$ cat src/include/lsu_settings.svh
// --------------------------------------
// LSU settings
// Queue depth, bus widths and retry timing
// --------------------------------------

`ifndef LSU_SETTINGS_SVH
`define LSU_SETTINGS_SVH

// Queue depth, keep it a power of two
`define LSU_LSQ_ENTRIES 8

`define LSU_ADDR_W 32 // Byte address
`define LSU_DATA_W 32 // APB data bus
`define LSU_TAG_W  4  // Core request tag

// Idle cycles between a slave error and the replay
`define LSU_BACKOFF_CYCLES 4
`define LSU_MAX_RETRY      3 // Errors before the entry fails

`endif
$ cat src/verilog/lsu_bus_pkg.sv
// --------------------------------------
// LSU bus package
// APB master states and core responses
// --------------------------------------

`include "lsu_settings.svh"

package lsu_bus_pkg;

    // APB master phases, plus the wait before a replay
    typedef enum logic [1:0] {
        IDLE,
        SETUP,
        ACCESS,
        BACKOFF
    } apb_state_e;

    // Response to the core
    typedef struct packed {
        logic [`LSU_TAG_W-1:0]  tag;  // Tag of the retired entry
        logic [`LSU_DATA_W-1:0] data; // Extended load data
        logic                   err;  // Failed after all retries
    } lsu_resp_t;

endpackage

$ cat src/verilog/lsu_isa_pkg.sv
// --------------------------------------
// LSU ISA package
// Memory opcodes and queue entry layout
// --------------------------------------

`include "lsu_settings.svh"

package lsu_isa_pkg;

    // Loads first, stores in the upper half
    typedef enum logic [2:0] {
        LB,
        LH,
        LW,
        LBU,
        LHU,
        SB,
        SH,
        SW
    } mem_op_e;

    // One decoded memory operation
    typedef struct packed {
        mem_op_e                op;    // Width, sign and direction
        logic [`LSU_ADDR_W-1:0] addr;  // Byte address
        logic [`LSU_DATA_W-1:0] wdata; // Store data, low aligned
        logic [`LSU_TAG_W-1:0]  tag;   // Returned with the response
    } lsq_entry_t;

    // Index into the circular queue
    typedef logic [$clog2(`LSU_LSQ_ENTRIES)-1:0] lsq_ptr_t;

endpackage

$ cat src/verilog/lsq_if.sv
// --------------------------------------
// Queue to controller link
// --------------------------------------

`timescale 1ns/1ps

interface lsq_if
    import lsu_isa_pkg::*;
();

    logic       read_next;    // Take the entry at next
    logic       reset_next;   // Replay, rewind next to head
    logic       advance_head; // Retire the head entry
    lsq_entry_t entry;        // Entry at next, same cycle as read
    logic       empty;        // Nothing left to issue

    // Storage side
    modport queue_mp (
        input  read_next,
        input  reset_next,
        input  advance_head,
        output entry,
        output empty
    );

    // Issue side
    modport ctrl_mp (
        output read_next,
        output reset_next,
        output advance_head,
        input  entry,
        input  empty
    );

endinterface

$ cat src/verilog/lsu_top.sv
// --------------------------------------
// Load-store unit top
// Core request port to APB data memory
// --------------------------------------

`timescale 1ns/1ps

`include "lsu_settings.svh"

module lsu_top
    import lsu_isa_pkg::*;
    import lsu_bus_pkg::*;
(
    input  logic                     clk_i,
    input  logic                     rstn_i,
    input  logic                     flush_i,

    // Core requests
    input  logic                     req_valid_i,
    input  mem_op_e                  req_op_i,
    input  logic [`LSU_ADDR_W-1:0]   req_addr_i,
    input  logic [`LSU_DATA_W-1:0]   req_wdata_i,
    input  logic [`LSU_TAG_W-1:0]    req_tag_i,
    output logic                     req_ready_o,
    output lsq_ptr_t                 lsq_entry_o,   // Slot of the last accepted request

    // APB master
    output logic                     psel_o,
    output logic                     penable_o,
    output logic                     pwrite_o,
    output logic [`LSU_ADDR_W-1:0]   paddr_o,
    output logic [`LSU_DATA_W-1:0]   pwdata_o,
    output logic [`LSU_DATA_W/8-1:0] pstrb_o,
    input  logic [`LSU_DATA_W-1:0]   prdata_i,
    input  logic                     pready_i,
    input  logic                     pslverr_i,

    // Responses, one cycle pulses
    output logic                     resp_valid_o,
    output logic [`LSU_TAG_W-1:0]    resp_tag_o,
    output logic [`LSU_DATA_W-1:0]   resp_data_o,
    output logic                     resp_err_o
);

    lsq_entry_t req_entry;
    logic       full;
    logic       err_pulse;
    logic       ok_pulse;
    logic       backoff_done;
    logic       retry_exhausted;
    lsu_resp_t  resp;

    lsq_if lsq ();

    assign req_entry.op    = req_op_i;
    assign req_entry.addr  = req_addr_i;
    assign req_entry.wdata = req_wdata_i;
    assign req_entry.tag   = req_tag_i;

    assign req_ready_o = ~full;

    load_store_queue i_load_store_queue (
        .clk_i       (clk_i),
        .rstn_i      (rstn_i),
        .flush_i     (flush_i),
        .wr_valid_i  (req_valid_i & req_ready_o), // Handshake
        .wr_entry_i  (req_entry),
        .lsq         (lsq.queue_mp),
        .full_o      (full),
        .entry_idx_o (lsq_entry_o)
    );

    mem_access_fsm i_mem_access_fsm (
        .clk_i             (clk_i),
        .rstn_i            (rstn_i),
        .flush_i           (flush_i),
        .lsq               (lsq.ctrl_mp),
        .err_pulse_o       (err_pulse),
        .ok_pulse_o        (ok_pulse),
        .backoff_done_i    (backoff_done),
        .retry_exhausted_i (retry_exhausted),
        .psel_o            (psel_o),
        .penable_o         (penable_o),
        .pwrite_o          (pwrite_o),
        .paddr_o           (paddr_o),
        .pwdata_o          (pwdata_o),
        .pstrb_o           (pstrb_o),
        .prdata_i          (prdata_i),
        .pready_i          (pready_i),
        .pslverr_i         (pslverr_i),
        .resp_valid_o      (resp_valid_o),
        .resp_o            (resp)
    );

    retry_timer i_retry_timer (
        .clk_i             (clk_i),
        .rstn_i            (rstn_i),
        .err_pulse_i       (err_pulse),
        .ok_pulse_i        (ok_pulse),
        .backoff_done_o    (backoff_done),
        .retry_exhausted_o (retry_exhausted)
    );

    assign resp_tag_o  = resp.tag;
    assign resp_data_o = resp.data;
    assign resp_err_o  = resp.err;

endmodule

$ cat src/verilog/mem_access_fsm.sv
// --------------------------------------
// APB memory controller
// Issues queue entries one at a time,
// retires them or replays after errors
// --------------------------------------

`timescale 1ns/1ps

`include "lsu_settings.svh"

module mem_access_fsm
    import lsu_isa_pkg::*;
    import lsu_bus_pkg::*;
(
    input  logic                    clk_i,
    input  logic                    rstn_i,
    input  logic                    flush_i,

    lsq_if.ctrl_mp                  lsq,

    output logic                    err_pulse_o,       // Slave error, will replay
    output logic                    ok_pulse_o,        // Entry done or abandoned
    input  logic                    backoff_done_i,
    input  logic                    retry_exhausted_i, // This error is the last one

    output logic                    psel_o,
    output logic                    penable_o,
    output logic                    pwrite_o,
    output logic [`LSU_ADDR_W-1:0]  paddr_o,
    output logic [`LSU_DATA_W-1:0]  pwdata_o,
    output logic [`LSU_DATA_W/8-1:0] pstrb_o,
    input  logic [`LSU_DATA_W-1:0]  prdata_i,
    input  logic                    pready_i,
    input  logic                    pslverr_i,

    output logic                    resp_valid_o,
    output lsu_resp_t               resp_o
);

    apb_state_e             state_q;
    apb_state_e             state_d;
    lsq_entry_t             cur_q;     // Entry on the bus
    logic                   drop_q;    // Flushed while in flight
    logic                   drop;
    logic                   is_store;
    logic                   respond;   // Retire with a response
    logic [`LSU_DATA_W-1:0] load_data;

    assign drop     = drop_q | flush_i;
    assign is_store = cur_q.op inside {SB, SH, SW};

    always_comb begin
        state_d          = state_q;
        lsq.read_next    = 1'b0;
        lsq.reset_next   = 1'b0;
        lsq.advance_head = 1'b0;
        err_pulse_o      = 1'b0;
        ok_pulse_o       = 1'b0;
        respond          = 1'b0;
        case (state_q)
            IDLE: begin
                if (!lsq.empty && !flush_i) begin
                    lsq.read_next = 1'b1; // Oldest entry first
                    state_d       = SETUP;
                end
            end
            SETUP: state_d = ACCESS;
            ACCESS: begin
                if (pready_i) begin
                    state_d    = IDLE;
                    ok_pulse_o = 1'b1;
                    if (drop) begin
                        // Entry is gone, bus completes silently
                    end else if (pslverr_i && !retry_exhausted_i) begin
                        ok_pulse_o  = 1'b0;
                        err_pulse_o = 1'b1;
                        state_d     = BACKOFF;
                    end else begin
                        lsq.advance_head = 1'b1; // Success or final failure
                        respond          = 1'b1;
                    end
                end
            end
            BACKOFF: begin
                if (flush_i) begin
                    ok_pulse_o = 1'b1; // Nothing left to replay
                    state_d    = IDLE;
                end else if (backoff_done_i) begin
                    lsq.reset_next = 1'b1; // Next goes back to head
                    state_d        = IDLE;
                end
            end
            default: state_d = IDLE;
        endcase
    end

    always_ff @(posedge clk_i or negedge rstn_i) begin
        if (!rstn_i) begin
            state_q      <= IDLE;
            drop_q       <= 1'b0;
            resp_valid_o <= 1'b0;
        end else begin
            state_q      <= state_d;
            resp_valid_o <= respond;
            if (state_d == IDLE) begin
                drop_q <= 1'b0;
            end else if (flush_i) begin
                drop_q <= 1'b1;
            end
        end
    end

    // Payload, no reset
    always_ff @(posedge clk_i) begin
        if (lsq.read_next) begin
            cur_q <= lsq.entry;
        end
        if (respond) begin
            resp_o.tag  <= cur_q.tag;
            resp_o.err  <= pslverr_i;
            resp_o.data <= (is_store || pslverr_i) ? '0 : load_data;
        end
    end

    assign psel_o    = (state_q == SETUP) || (state_q == ACCESS);
    assign penable_o = (state_q == ACCESS);
    assign pwrite_o  = is_store;
    assign paddr_o   = {cur_q.addr[`LSU_ADDR_W-1:2], 2'b00}; // Word aligned, lanes via strobe

    lane_align i_lane_align (
        .op_i        (cur_q.op),
        .addr_lo_i   (cur_q.addr[1:0]),
        .wdata_i     (cur_q.wdata),
        .rdata_i     (prdata_i),
        .pwdata_o    (pwdata_o),
        .pstrb_o     (pstrb_o),
        .load_data_o (load_data)
    );

endmodule

$ cat src/verilog/retry_timer.sv
// --------------------------------------
// Retry timer
// Backoff countdown and error counter
// --------------------------------------

`timescale 1ns/1ps

`include "lsu_settings.svh"

module retry_timer (
    input  logic clk_i,
    input  logic rstn_i,
    input  logic err_pulse_i,       // Slave error on the current entry
    input  logic ok_pulse_i,        // Entry finished, start over
    output logic backoff_done_o,    // Last backoff cycle
    output logic retry_exhausted_o  // Next error retires the entry
);

    localparam int CNT_W = $clog2(`LSU_BACKOFF_CYCLES + 1);
    localparam int ERR_W = $clog2(`LSU_MAX_RETRY + 1);

    logic [CNT_W-1:0] cnt_q;     // Backoff cycles left
    logic [ERR_W-1:0] err_cnt_q; // Consecutive errors

    always_ff @(posedge clk_i or negedge rstn_i) begin
        if (!rstn_i) begin
            cnt_q     <= '0;
            err_cnt_q <= '0;
        end else if (err_pulse_i) begin
            cnt_q     <= CNT_W'(`LSU_BACKOFF_CYCLES);
            err_cnt_q <= err_cnt_q + ERR_W'(1);
        end else if (ok_pulse_i) begin
            cnt_q     <= '0;
            err_cnt_q <= '0;
        end else if (cnt_q != '0) begin
            cnt_q <= cnt_q - CNT_W'(1);
        end
    end

    // Countdown starts in the first backoff cycle
    assign backoff_done_o = (cnt_q == CNT_W'(1));

    assign retry_exhausted_o = (err_cnt_q == ERR_W'(`LSU_MAX_RETRY - 1));

endmodule

$ cat src/verilog/load_store_queue.sv
// --------------------------------------
// Load-store queue
// Circular buffer, tail writes, next issues
// and head retires, with replay and flush
// --------------------------------------

`timescale 1ns/1ps

`include "lsu_settings.svh"

module load_store_queue
    import lsu_isa_pkg::*;
(
    input  logic       clk_i,
    input  logic       rstn_i,
    input  logic       flush_i,      // Drop every entry

    input  logic       wr_valid_i,   // New entry at tail
    input  lsq_entry_t wr_entry_i,

    lsq_if.queue_mp    lsq,

    output logic       full_o,       // No room, also during flush and reset
    output lsq_ptr_t   entry_idx_o   // Index given to the last write
);

    // Counts need one bit more than the pointers
    localparam int CNT_W = $clog2(`LSU_LSQ_ENTRIES) + 1;

    lsq_entry_t       entry_mem [`LSU_LSQ_ENTRIES];

    lsq_ptr_t         head_q;        // Oldest unretired entry
    lsq_ptr_t         next_q;        // Next entry to issue
    lsq_ptr_t         tail_q;        // Next free slot
    logic [CNT_W-1:0] num_q;         // Entries not yet retired
    logic [CNT_W-1:0] num_to_read_q; // Entries not yet issued

    logic             wr_en;
    logic             rd_en;
    logic             adv_en;

    // Write only with a free slot
    assign wr_en  = wr_valid_i & ~flush_i & (num_q < CNT_W'(`LSU_LSQ_ENTRIES));
    // Issue only what is stored, never during a replay
    assign rd_en  = lsq.read_next & (num_to_read_q != '0) & ~lsq.reset_next;
    assign adv_en = lsq.advance_head & (num_q != '0) & ~lsq.reset_next;

    // Entry storage
    always_ff @(posedge clk_i) begin
        if (wr_en) begin
            entry_mem[tail_q] <= wr_entry_i;
        end
    end

    always_ff @(posedge clk_i or negedge rstn_i) begin
        if (!rstn_i) begin
            head_q        <= '0;
            next_q        <= '0;
            tail_q        <= '0;
            num_q         <= '0;
            num_to_read_q <= '0;
            entry_idx_o   <= '0;
        end else if (flush_i) begin
            head_q        <= '0;
            next_q        <= '0;
            tail_q        <= '0;
            num_q         <= '0;
            num_to_read_q <= '0;
            entry_idx_o   <= '0;
        end else if (lsq.reset_next) begin
            // Replay from head, a write still lands
            if (wr_en) begin
                entry_idx_o <= tail_q;
            end
            next_q        <= head_q;
            tail_q        <= tail_q + lsq_ptr_t'(wr_en);
            num_q         <= num_q + CNT_W'(wr_en);
            num_to_read_q <= num_q + CNT_W'(wr_en); // All unretired entries again
        end else begin
            if (wr_en) begin
                entry_idx_o <= tail_q; // Slot of this write
            end
            next_q        <= next_q + lsq_ptr_t'(rd_en);
            head_q        <= head_q + lsq_ptr_t'(adv_en);
            tail_q        <= tail_q + lsq_ptr_t'(wr_en);
            num_q         <= num_q + CNT_W'(wr_en) - CNT_W'(adv_en);
            num_to_read_q <= num_to_read_q + CNT_W'(wr_en) - CNT_W'(rd_en);
        end
    end

    // Entry at next is visible in the read cycle
    assign lsq.entry = entry_mem[next_q];
    assign lsq.empty = (num_to_read_q == '0);

    assign full_o = (num_q == CNT_W'(`LSU_LSQ_ENTRIES)) | flush_i | ~rstn_i;

endmodule

$ cat src/verilog/lane_align.sv
// --------------------------------------
// Lane aligner
// Store lanes and strobes, load extension
// --------------------------------------

`timescale 1ns/1ps

`include "lsu_settings.svh"

module lane_align
    import lsu_isa_pkg::*;
(
    input  mem_op_e                  op_i,
    input  logic [1:0]               addr_lo_i,   // Byte offset in the word
    input  logic [`LSU_DATA_W-1:0]   wdata_i,     // Store data, low aligned
    input  logic [`LSU_DATA_W-1:0]   rdata_i,     // Raw bus word
    output logic [`LSU_DATA_W-1:0]   pwdata_o,
    output logic [`LSU_DATA_W/8-1:0] pstrb_o,
    output logic [`LSU_DATA_W-1:0]   load_data_o
);

    localparam int DW = `LSU_DATA_W;

    logic [DW-1:0] lane; // Addressed lane moved to bit 0

    assign lane = rdata_i >> {addr_lo_i, 3'b000};

    always_comb begin
        pwdata_o = wdata_i;
        pstrb_o  = '0; // Reads carry no strobe
        case (op_i)
            SB: begin
                pwdata_o = {(DW/8){wdata_i[7:0]}};  // Byte in every lane
                pstrb_o  = (DW/8)'(1) << addr_lo_i;
            end
            SH: begin
                pwdata_o = {(DW/16){wdata_i[15:0]}};
                pstrb_o  = (DW/8)'(2'b11) << {addr_lo_i[1], 1'b0};
            end
            SW:      pstrb_o = '1;
            default: pstrb_o = '0;
        endcase
    end

    always_comb begin
        case (op_i)
            LB:      load_data_o = {{(DW-8){lane[7]}}, lane[7:0]};
            LBU:     load_data_o = {{(DW-8){1'b0}}, lane[7:0]};
            LH:      load_data_o = {{(DW-16){lane[15]}}, lane[15:0]};
            LHU:     load_data_o = {{(DW-16){1'b0}}, lane[15:0]};
            default: load_data_o = rdata_i; // Word, or unused for stores
        endcase
    end

endmodule

$ cat config.mk
export PLATFORM = sky130hd
export DESIGN_NAME = lsu_top
export DESIGN_NICKNAME = d
export VERILOG_FILES = /design/src/verilog/lsu_bus_pkg.sv /design/src/verilog/lsu_isa_pkg.sv /design/src/verilog/lsq_if.sv /design/src/verilog/lsu_top.sv /design/src/verilog/mem_access_fsm.sv /design/src/verilog/retry_timer.sv /design/src/verilog/load_store_queue.sv /design/src/verilog/lane_align.sv
export VERILOG_INCLUDE_DIRS = /design/src /design/src/include
export SDC_FILE = /design/constraint.sdc
export NUM_CORES = 1
export LEC_CHECK = 0
export ABC_AREA = 1
export BUFFER_PORTS_ARGS = -buffer_cell sky130_fd_sc_hd__buf_2
export CORE_ASPECT_RATIO = 0.75
export CORE_UTILIZATION = 30
export CTS_CLUSTER_DIAMETER = 30
export DETAILED_ROUTE_END_ITERATION = 7
export SYNTH_ARGS = -nofsm -noshare
export SYNTH_HDL_FRONTEND = slang
export SYNTH_SLANG_ARGS = --single-unit
export TNS_END_PERCENT = 100
$ cat constraint.sdc
create_clock -name clk_i -period 7 [get_ports clk_i]
set_clock_uncertainty 0.1 [all_clocks]
set_input_delay 1.05 -clock clk_i [delete_from_list [all_inputs] [get_ports clk_i]]
set_output_delay 1.05 -clock clk_i [all_outputs]
set_load 0.01 [all_outputs]
### Word level (Yosys, flattened, before mapping)

Memories as Yosys holds them, arrays and structs flattened. A register that Yosys moved wholly into a read port is not among the register bits.
Cells that the tools add are included.

* bits in registers: 66
* memory bits (writable): 568
* input bits: 109
* logic and storage cells: 121
* memories kept: 1

Memories
* i_load_store_queue.entry_mem: words 8, width 71, read ports 1, clocked after memory_dff 1, write ports 1, line load_store_queue.sv:30 `` lsq_entry_t entry_mem [`LSU_LSQ_ENTRIES]; ``

* add/sub/neg operators: 9
* order comparisons: 1
* equality and inequality tests: 13
* shifts and indexed selects: 3
* multiplexer cells: 47
* bitwise gates (word level): 14
* reduce and logical (&&, ||, !) cells: 19

Operators by type and width (count)
* 32-bit one-hot mux with 4 select lines: 1
* 32-bit one-hot mux with 2 select lines: 1
* 32-bit by 5-bit >> shifter with 16-bit output: 1
* 3-bit two-way mux: 10
* 1-bit two-way mux: 20
* 2-bit two-way mux: 8
* 4-bit two-way mux: 4
* 3-bit equality test, second input constant: 4
* 4-bit one-hot mux with 3 select lines: 1
* 3-bit by 1-bit adder with 3-bit output: 3
* 3-bit nonzero test: 3
* 4-bit by 1-bit adder with 4-bit output: 2
* 2-bit one-hot mux with 4 select lines: 1
* 4-bit nonzero test: 2
* 4-bit by 1-bit subtractor with 4-bit output: 2
* 1-bit AND: 7
* 2-bit equality test, second input constant: 3
* 3-bit by 1-bit equality test with 1-bit output, second input constant: 2
* 2-bit nonzero test: 3
* 4-bit equality test, second input constant: 1
* 2-bit logical NOT: 2
* 4-bit logical NOT: 1
* 4-bit < comparator, second input constant: 1
* 1-bit NOT: 4
* 13 further kinds: 19

### Logic depth before layout (Yosys ltp)

* word-level depth: 12
* depth in mapped cells: 14
* depth with buffers taken out: 14

### By module

Synthesis repeated with hierarchy kept, for this count alone.

* cell total of the unflattened synthesis: 2629
* area, all modules: 29543.3 um2

By module, submodules not included
* load_store_queue: instances 1, cells each 2036, area an instance 23720.2 um2, seq. area each 17556.8 um2
* mem_access_fsm: instances 1, cells each 259, area an instance 4077.7 um2, seq. area each 3343.2 um2
* lane_align: instances 1, cells each 297, area an instance 1417.6 um2, seq. area each 0.0 um2
* retry_timer: instances 1, cells each 34, area an instance 314.1 um2, seq. area each 125.1 um2
* lsu_top: instances 1, cells each 3, area an instance 13.8 um2, seq. area each 0.0 um2

### Worst setup path before layout

OpenSTA, ideal clock, no wires.

* path kind: input to register
* start: in flush_i
* end: mem i_load_store_queue.entry_mem[2][0] in the netlist's numbering (enable)
* library setup time: 0.587 ns
* arrival: 6.693 ns
* required time: 6.313 ns
* path slack: -0.380 ns
* stages: 5
* buffers on the path: 1
* path through: buf_2 > inv_1 > nand4_1 > or2_2 > nor3_1

* word-level cells in the longest chain between the ends: 8

Ends and longest elaborated chain
* from (decl): line lsu_top.sv:16 `input logic flush_i,`
* 1-bit OR (2 in a row): line load_store_queue.sv:95 `` assign full_o = (num_q == CNT_W'(`LSU_LSQ_ENTRIES)) | flush_i | ~rstn_i; ``
* 1-bit NOT: line lsu_top.sv:60 `assign req_ready_o = ~full;`
* 1-bit AND: line lsu_top.sv:66 `.wr_valid_i (req_valid_i & req_ready_o),`
* 1-bit AND (*) (2 in a row): line load_store_queue.sv:43 `` assign wr_en = wr_valid_i & ~flush_i & (num_q < CNT_W'(`LSU_LSQ_ENTRIES)); ``
* 1-bit two-way mux (*): line load_store_queue.sv:50 `if (wr_en) begin`
* 1-bit two-way mux (implied by the code) (*): line load_store_queue.sv:51 `entry_mem[tail_q] <= wr_entry_i;`
* to (decl): line load_store_queue.sv:30

Every way passes the cells marked *; elsewhere a longest branch is shown, timed or not.

### Final worst setup path

* start: reg, netlist name i_mem_access_fsm.cur_q[68]
* end: out pstrb_o[2]

* word-level cells in the longest chain between the ends: 2

Ends and longest elaborated chain
* 3-bit equality test: line lane_align.sv:31 `case (op_i)`
* 4-bit one-hot mux with 3 select lines (*): line lane_align.sv:31
* to (decl): line lsu_top.sv:33 `` output logic [`LSU_DATA_W/8-1:0] pstrb_o, ``

Marks and branches as above.

==> reports/summary.txt <==
root buffer cell - clkbuf_16
Nets - 2,459
peak supply drop - 213.3 uV
Die Wd - 358.5 um
cells resized by post-CTS repair - 0
Core Rows - 97
MaxCap Viol Count - 0
largest net degree at the start of global routing - 160
Reg clk slew, reported paths - 0.05 ns
register area share after synthesis - 73.51%
Clk pwr share - 45.8%
number of global-route vias before repair - 16,580
Yosys top cell by area - edfxtp_1
Die Y - 269.4 um
Final Max Tran Viols - 0
postcts setup bufs - 0
Area Overhead vs Synth - 20.13%
vias per inst - 4.727
Async S/R FF share, synth - 4.113%
internal power - 8.643 mW
Hold Vio Cnt, Final - 0
sw frac - 26.15%
CTS buffer count - 107
post-synth top area share - 70.97%
Setup crit end - pstrb_o[2]
first-pass GRT wire length - 105,000 um
Post-Syn Instances - 2,128
Yosys Warn Count - 0
wirelength, routed - 70,920 um
crit-path max FO - 21
area of the multi-input gates - 6351 sq um
total track usage - 14.35%
I/O Pins - 222
Die ar. - 96,590 sq um
sw power - 3.061 mW
final cycle utilization of the critical path - 59.71%
Critical Path End Type - output pin
initial DRC count - 1,610
hold_buf cts - 0
Fillers - 8,987
WP data required - 5.85 ns
H-tree levels - 3
DRC Markers - 0
WL per Instance - 19.39 um
RSZ-0062 raised after global routing - no
relative slew slack - 27.18%
mapped cell area - 28,600 sq um
share of cells above drive strength 1 - 18.29%
pre-CTS WS - 2.516 ns
post-route insts no fill - 3,658
Pre-antenna DRT Iters - 5
sequential cell area - 21,040 sq um
initial antenna violation count - 20
Post-Place Cells - 3,454
FF+latch count, synth - 705
maximum clock rate - 239.2 MHz
Synth Flop Type - edfxtp_1
Slew @ Worst Pin - 1.092 ns
reg2reg end - i_mem_access_fsm.paddr_o[8]
number of flops mapped to enable cells by yosys - 676
Worst Setup SP - i_mem_access_fsm.cur_q[68]
Tmin final - 4.180 ns
flop2flop setup slack - 3.30 ns
Core Region - 93,940 sq um
Leakage Power - 12.19 nW
reg2reg start - i_load_store_queue.next_q[0]
commonest non-fill, non-tap cell in the layout - edfxtp_1
worst skew pair latency - 0.65 ns
Initial Utilization - 30.45%
pwr dens - 340.6 nW/um^2
setup TNS - 0 ns
status - finished, final reports clean
data arrival time of the worst path - 3.03 ns
Seq pwr share - 42.1%
Synth cell types - 38
RD Place Congestion - 0.8286
total congestion overflow - 0
commonest non-fill, non-tap cells in the layout - edfxtp_1, nand2_1, buf_2, o21ai_0, nor2_1
reg2reg path depth - 6
Vias - 17,290
Worst Setup Slack, final - 2.820 ns
Startpoint Class - register
DP HPWL - 42,430 um
clock sinks - 705
antenna-violating nets left - 0
clock buffer depth - 3
WS Path Type - register to output pin
CTS tree - done
Hold WC Path Type - input port to asynchronous set/reset pin
synth top area cells - edfxtp_1, mux2i_1, nand2_1, o22ai_1, o21ai_0
IO Port Bufs - 219
Final setup viols - 0
syn avg cell area - 13.44 sq um
Combinational Power Share - 12.1%
## cells by family (layout without fill, tap and decap cells)
logic type | after synthesis | in the layout | share of synthesized area, %
muxes | 142 | 142 | 4.970
DFF | 705 | 705 | 73.51
buffers and inverters | 263 | 550 | 4.558
AOI/OAI and AO/OA | 366 | 366 | 7.148
xor gates and xnor gates | 6 | 6 | 0.1837
and+or+nand+nor | 621 | 621 | 8.539
adders and majority gates | 24 | 24 | 1.076
other | 1 | 7 | 0.01311
## critical path, stage by stage, from the launching register on
cell and delay, ns:
edfxtp_1 0.50, nand3_1 0.72, o31ai_1 0.91, buf_2 0.25
## synthesized netlist by cell type (3+ instances only)
cell and count:
edfxtp_1 676, nand2_1 365, nor2_1 178, o21ai_0 173
o22ai_1 154, mux2i_1 142, inv_1 106, clkbuf_1 64
nand3_1 62, buf_4 49, a21oi_1 30, dfrtp_1 29
ha_1 23, buf_2 20, buf_1 9, buf_8 6
nor3_1 5, xnor2_1 4, buf_6 3, inv_2 3
nor2_2 3
## flip-flops by register name (all words and copies together) (netlist names)
register	count
i_mem_access_fsm.paddr_o	30
i_load_store_queue.entry_idx_o	3
i_load_store_queue.next_q	3
i_mem_access_fsm.state_q	2
i_load_store_queue.head_q	3
i_load_store_queue.entry_mem	568
i_mem_access_fsm.drop_q	1
i_mem_access_fsm.resp_valid_o	1
i_mem_access_fsm.resp_o	37
i_retry_timer.err_cnt_q	2
i_load_store_queue.num_to_read_q	4
i_mem_access_fsm.cur_q	41
i_load_store_queue.num_q	4
i_load_store_queue.tail_q	3
i_retry_timer.cnt_q	3
## final cells by class
class                      count  share of cell area [%]
sequential                   705                   61.22
clock buffer                 114                   7.869
multi-input combinational   1161                   18.48
clock inverter                85                   2.851
tap                         1237                   4.505
antenna                        5                 0.03642
timing repair buffer         241                   3.816
inverter                     110                   1.213
## power by group through the flow
stage | registers, mW | logic (mW) | clock network, mW
6_report | 4.92 | 1.42 | 5.37
5_1_grt | 4.94 | 1.58 | 5.65
4_1_cts | 4.93 | 1.43 | 5.46
3_5_place_dp | 5.01 | 1.43 | 0
3_3_place_gp | 5.01 | 1.41 | 0
2_1_floorplan | 4.94 | 1.07 | 0
## how the worst min path moves through the flow
stage | end | slack, ns | cells past startpoint
3_3_place_gp | i_retry_timer.err_cnt_q[1] | 0.38 | 2
3_5_place_dp | i_retry_timer.err_cnt_q[1] | 0.38 | 2
4_1_cts | i_mem_access_fsm.state_q[0] | 0.35 | 1
6_report | i_mem_access_fsm.state_q[0] | 0.37 | 1
2_1_floorplan | i_mem_access_fsm.resp_o[33] | 0.30 | 0
5_1_grt | i_mem_access_fsm.state_q[1] | 0.39 | 1
## metal layers
layer	global-route usage, %	vias to the layer above	wire length (um)
met5	0	-	73
met4	4.159	14	1609
met3	3.350	132	4988
met2	21.61	596	31690
met1	20.51	8421	32560
li1	-	8130	-
## metrics by stage
| stage | hold WS, ns | area (sq um) | power, mW | util, % |
|---|---|---|---|---|
| 2_1_floorplan | 0.3003 | 28610 | 6.013 | - |
| 3_3_place_gp | 0.3840 | 30660 | 6.423 | 32.64 |
| 3_5_place_dp | 0.3823 | 30660 | 6.434 | 32.64 |
| 4_1_cts | 0.3517 | 34350 | 11.81 | 36.56 |
| 5_1_grt | 0.3938 | 34350 | 12.17 | 36.57 |
| 6_report | 0.3672 | 34360 | 11.70 | 36.58 |
(Power assumes the default switching activity.)
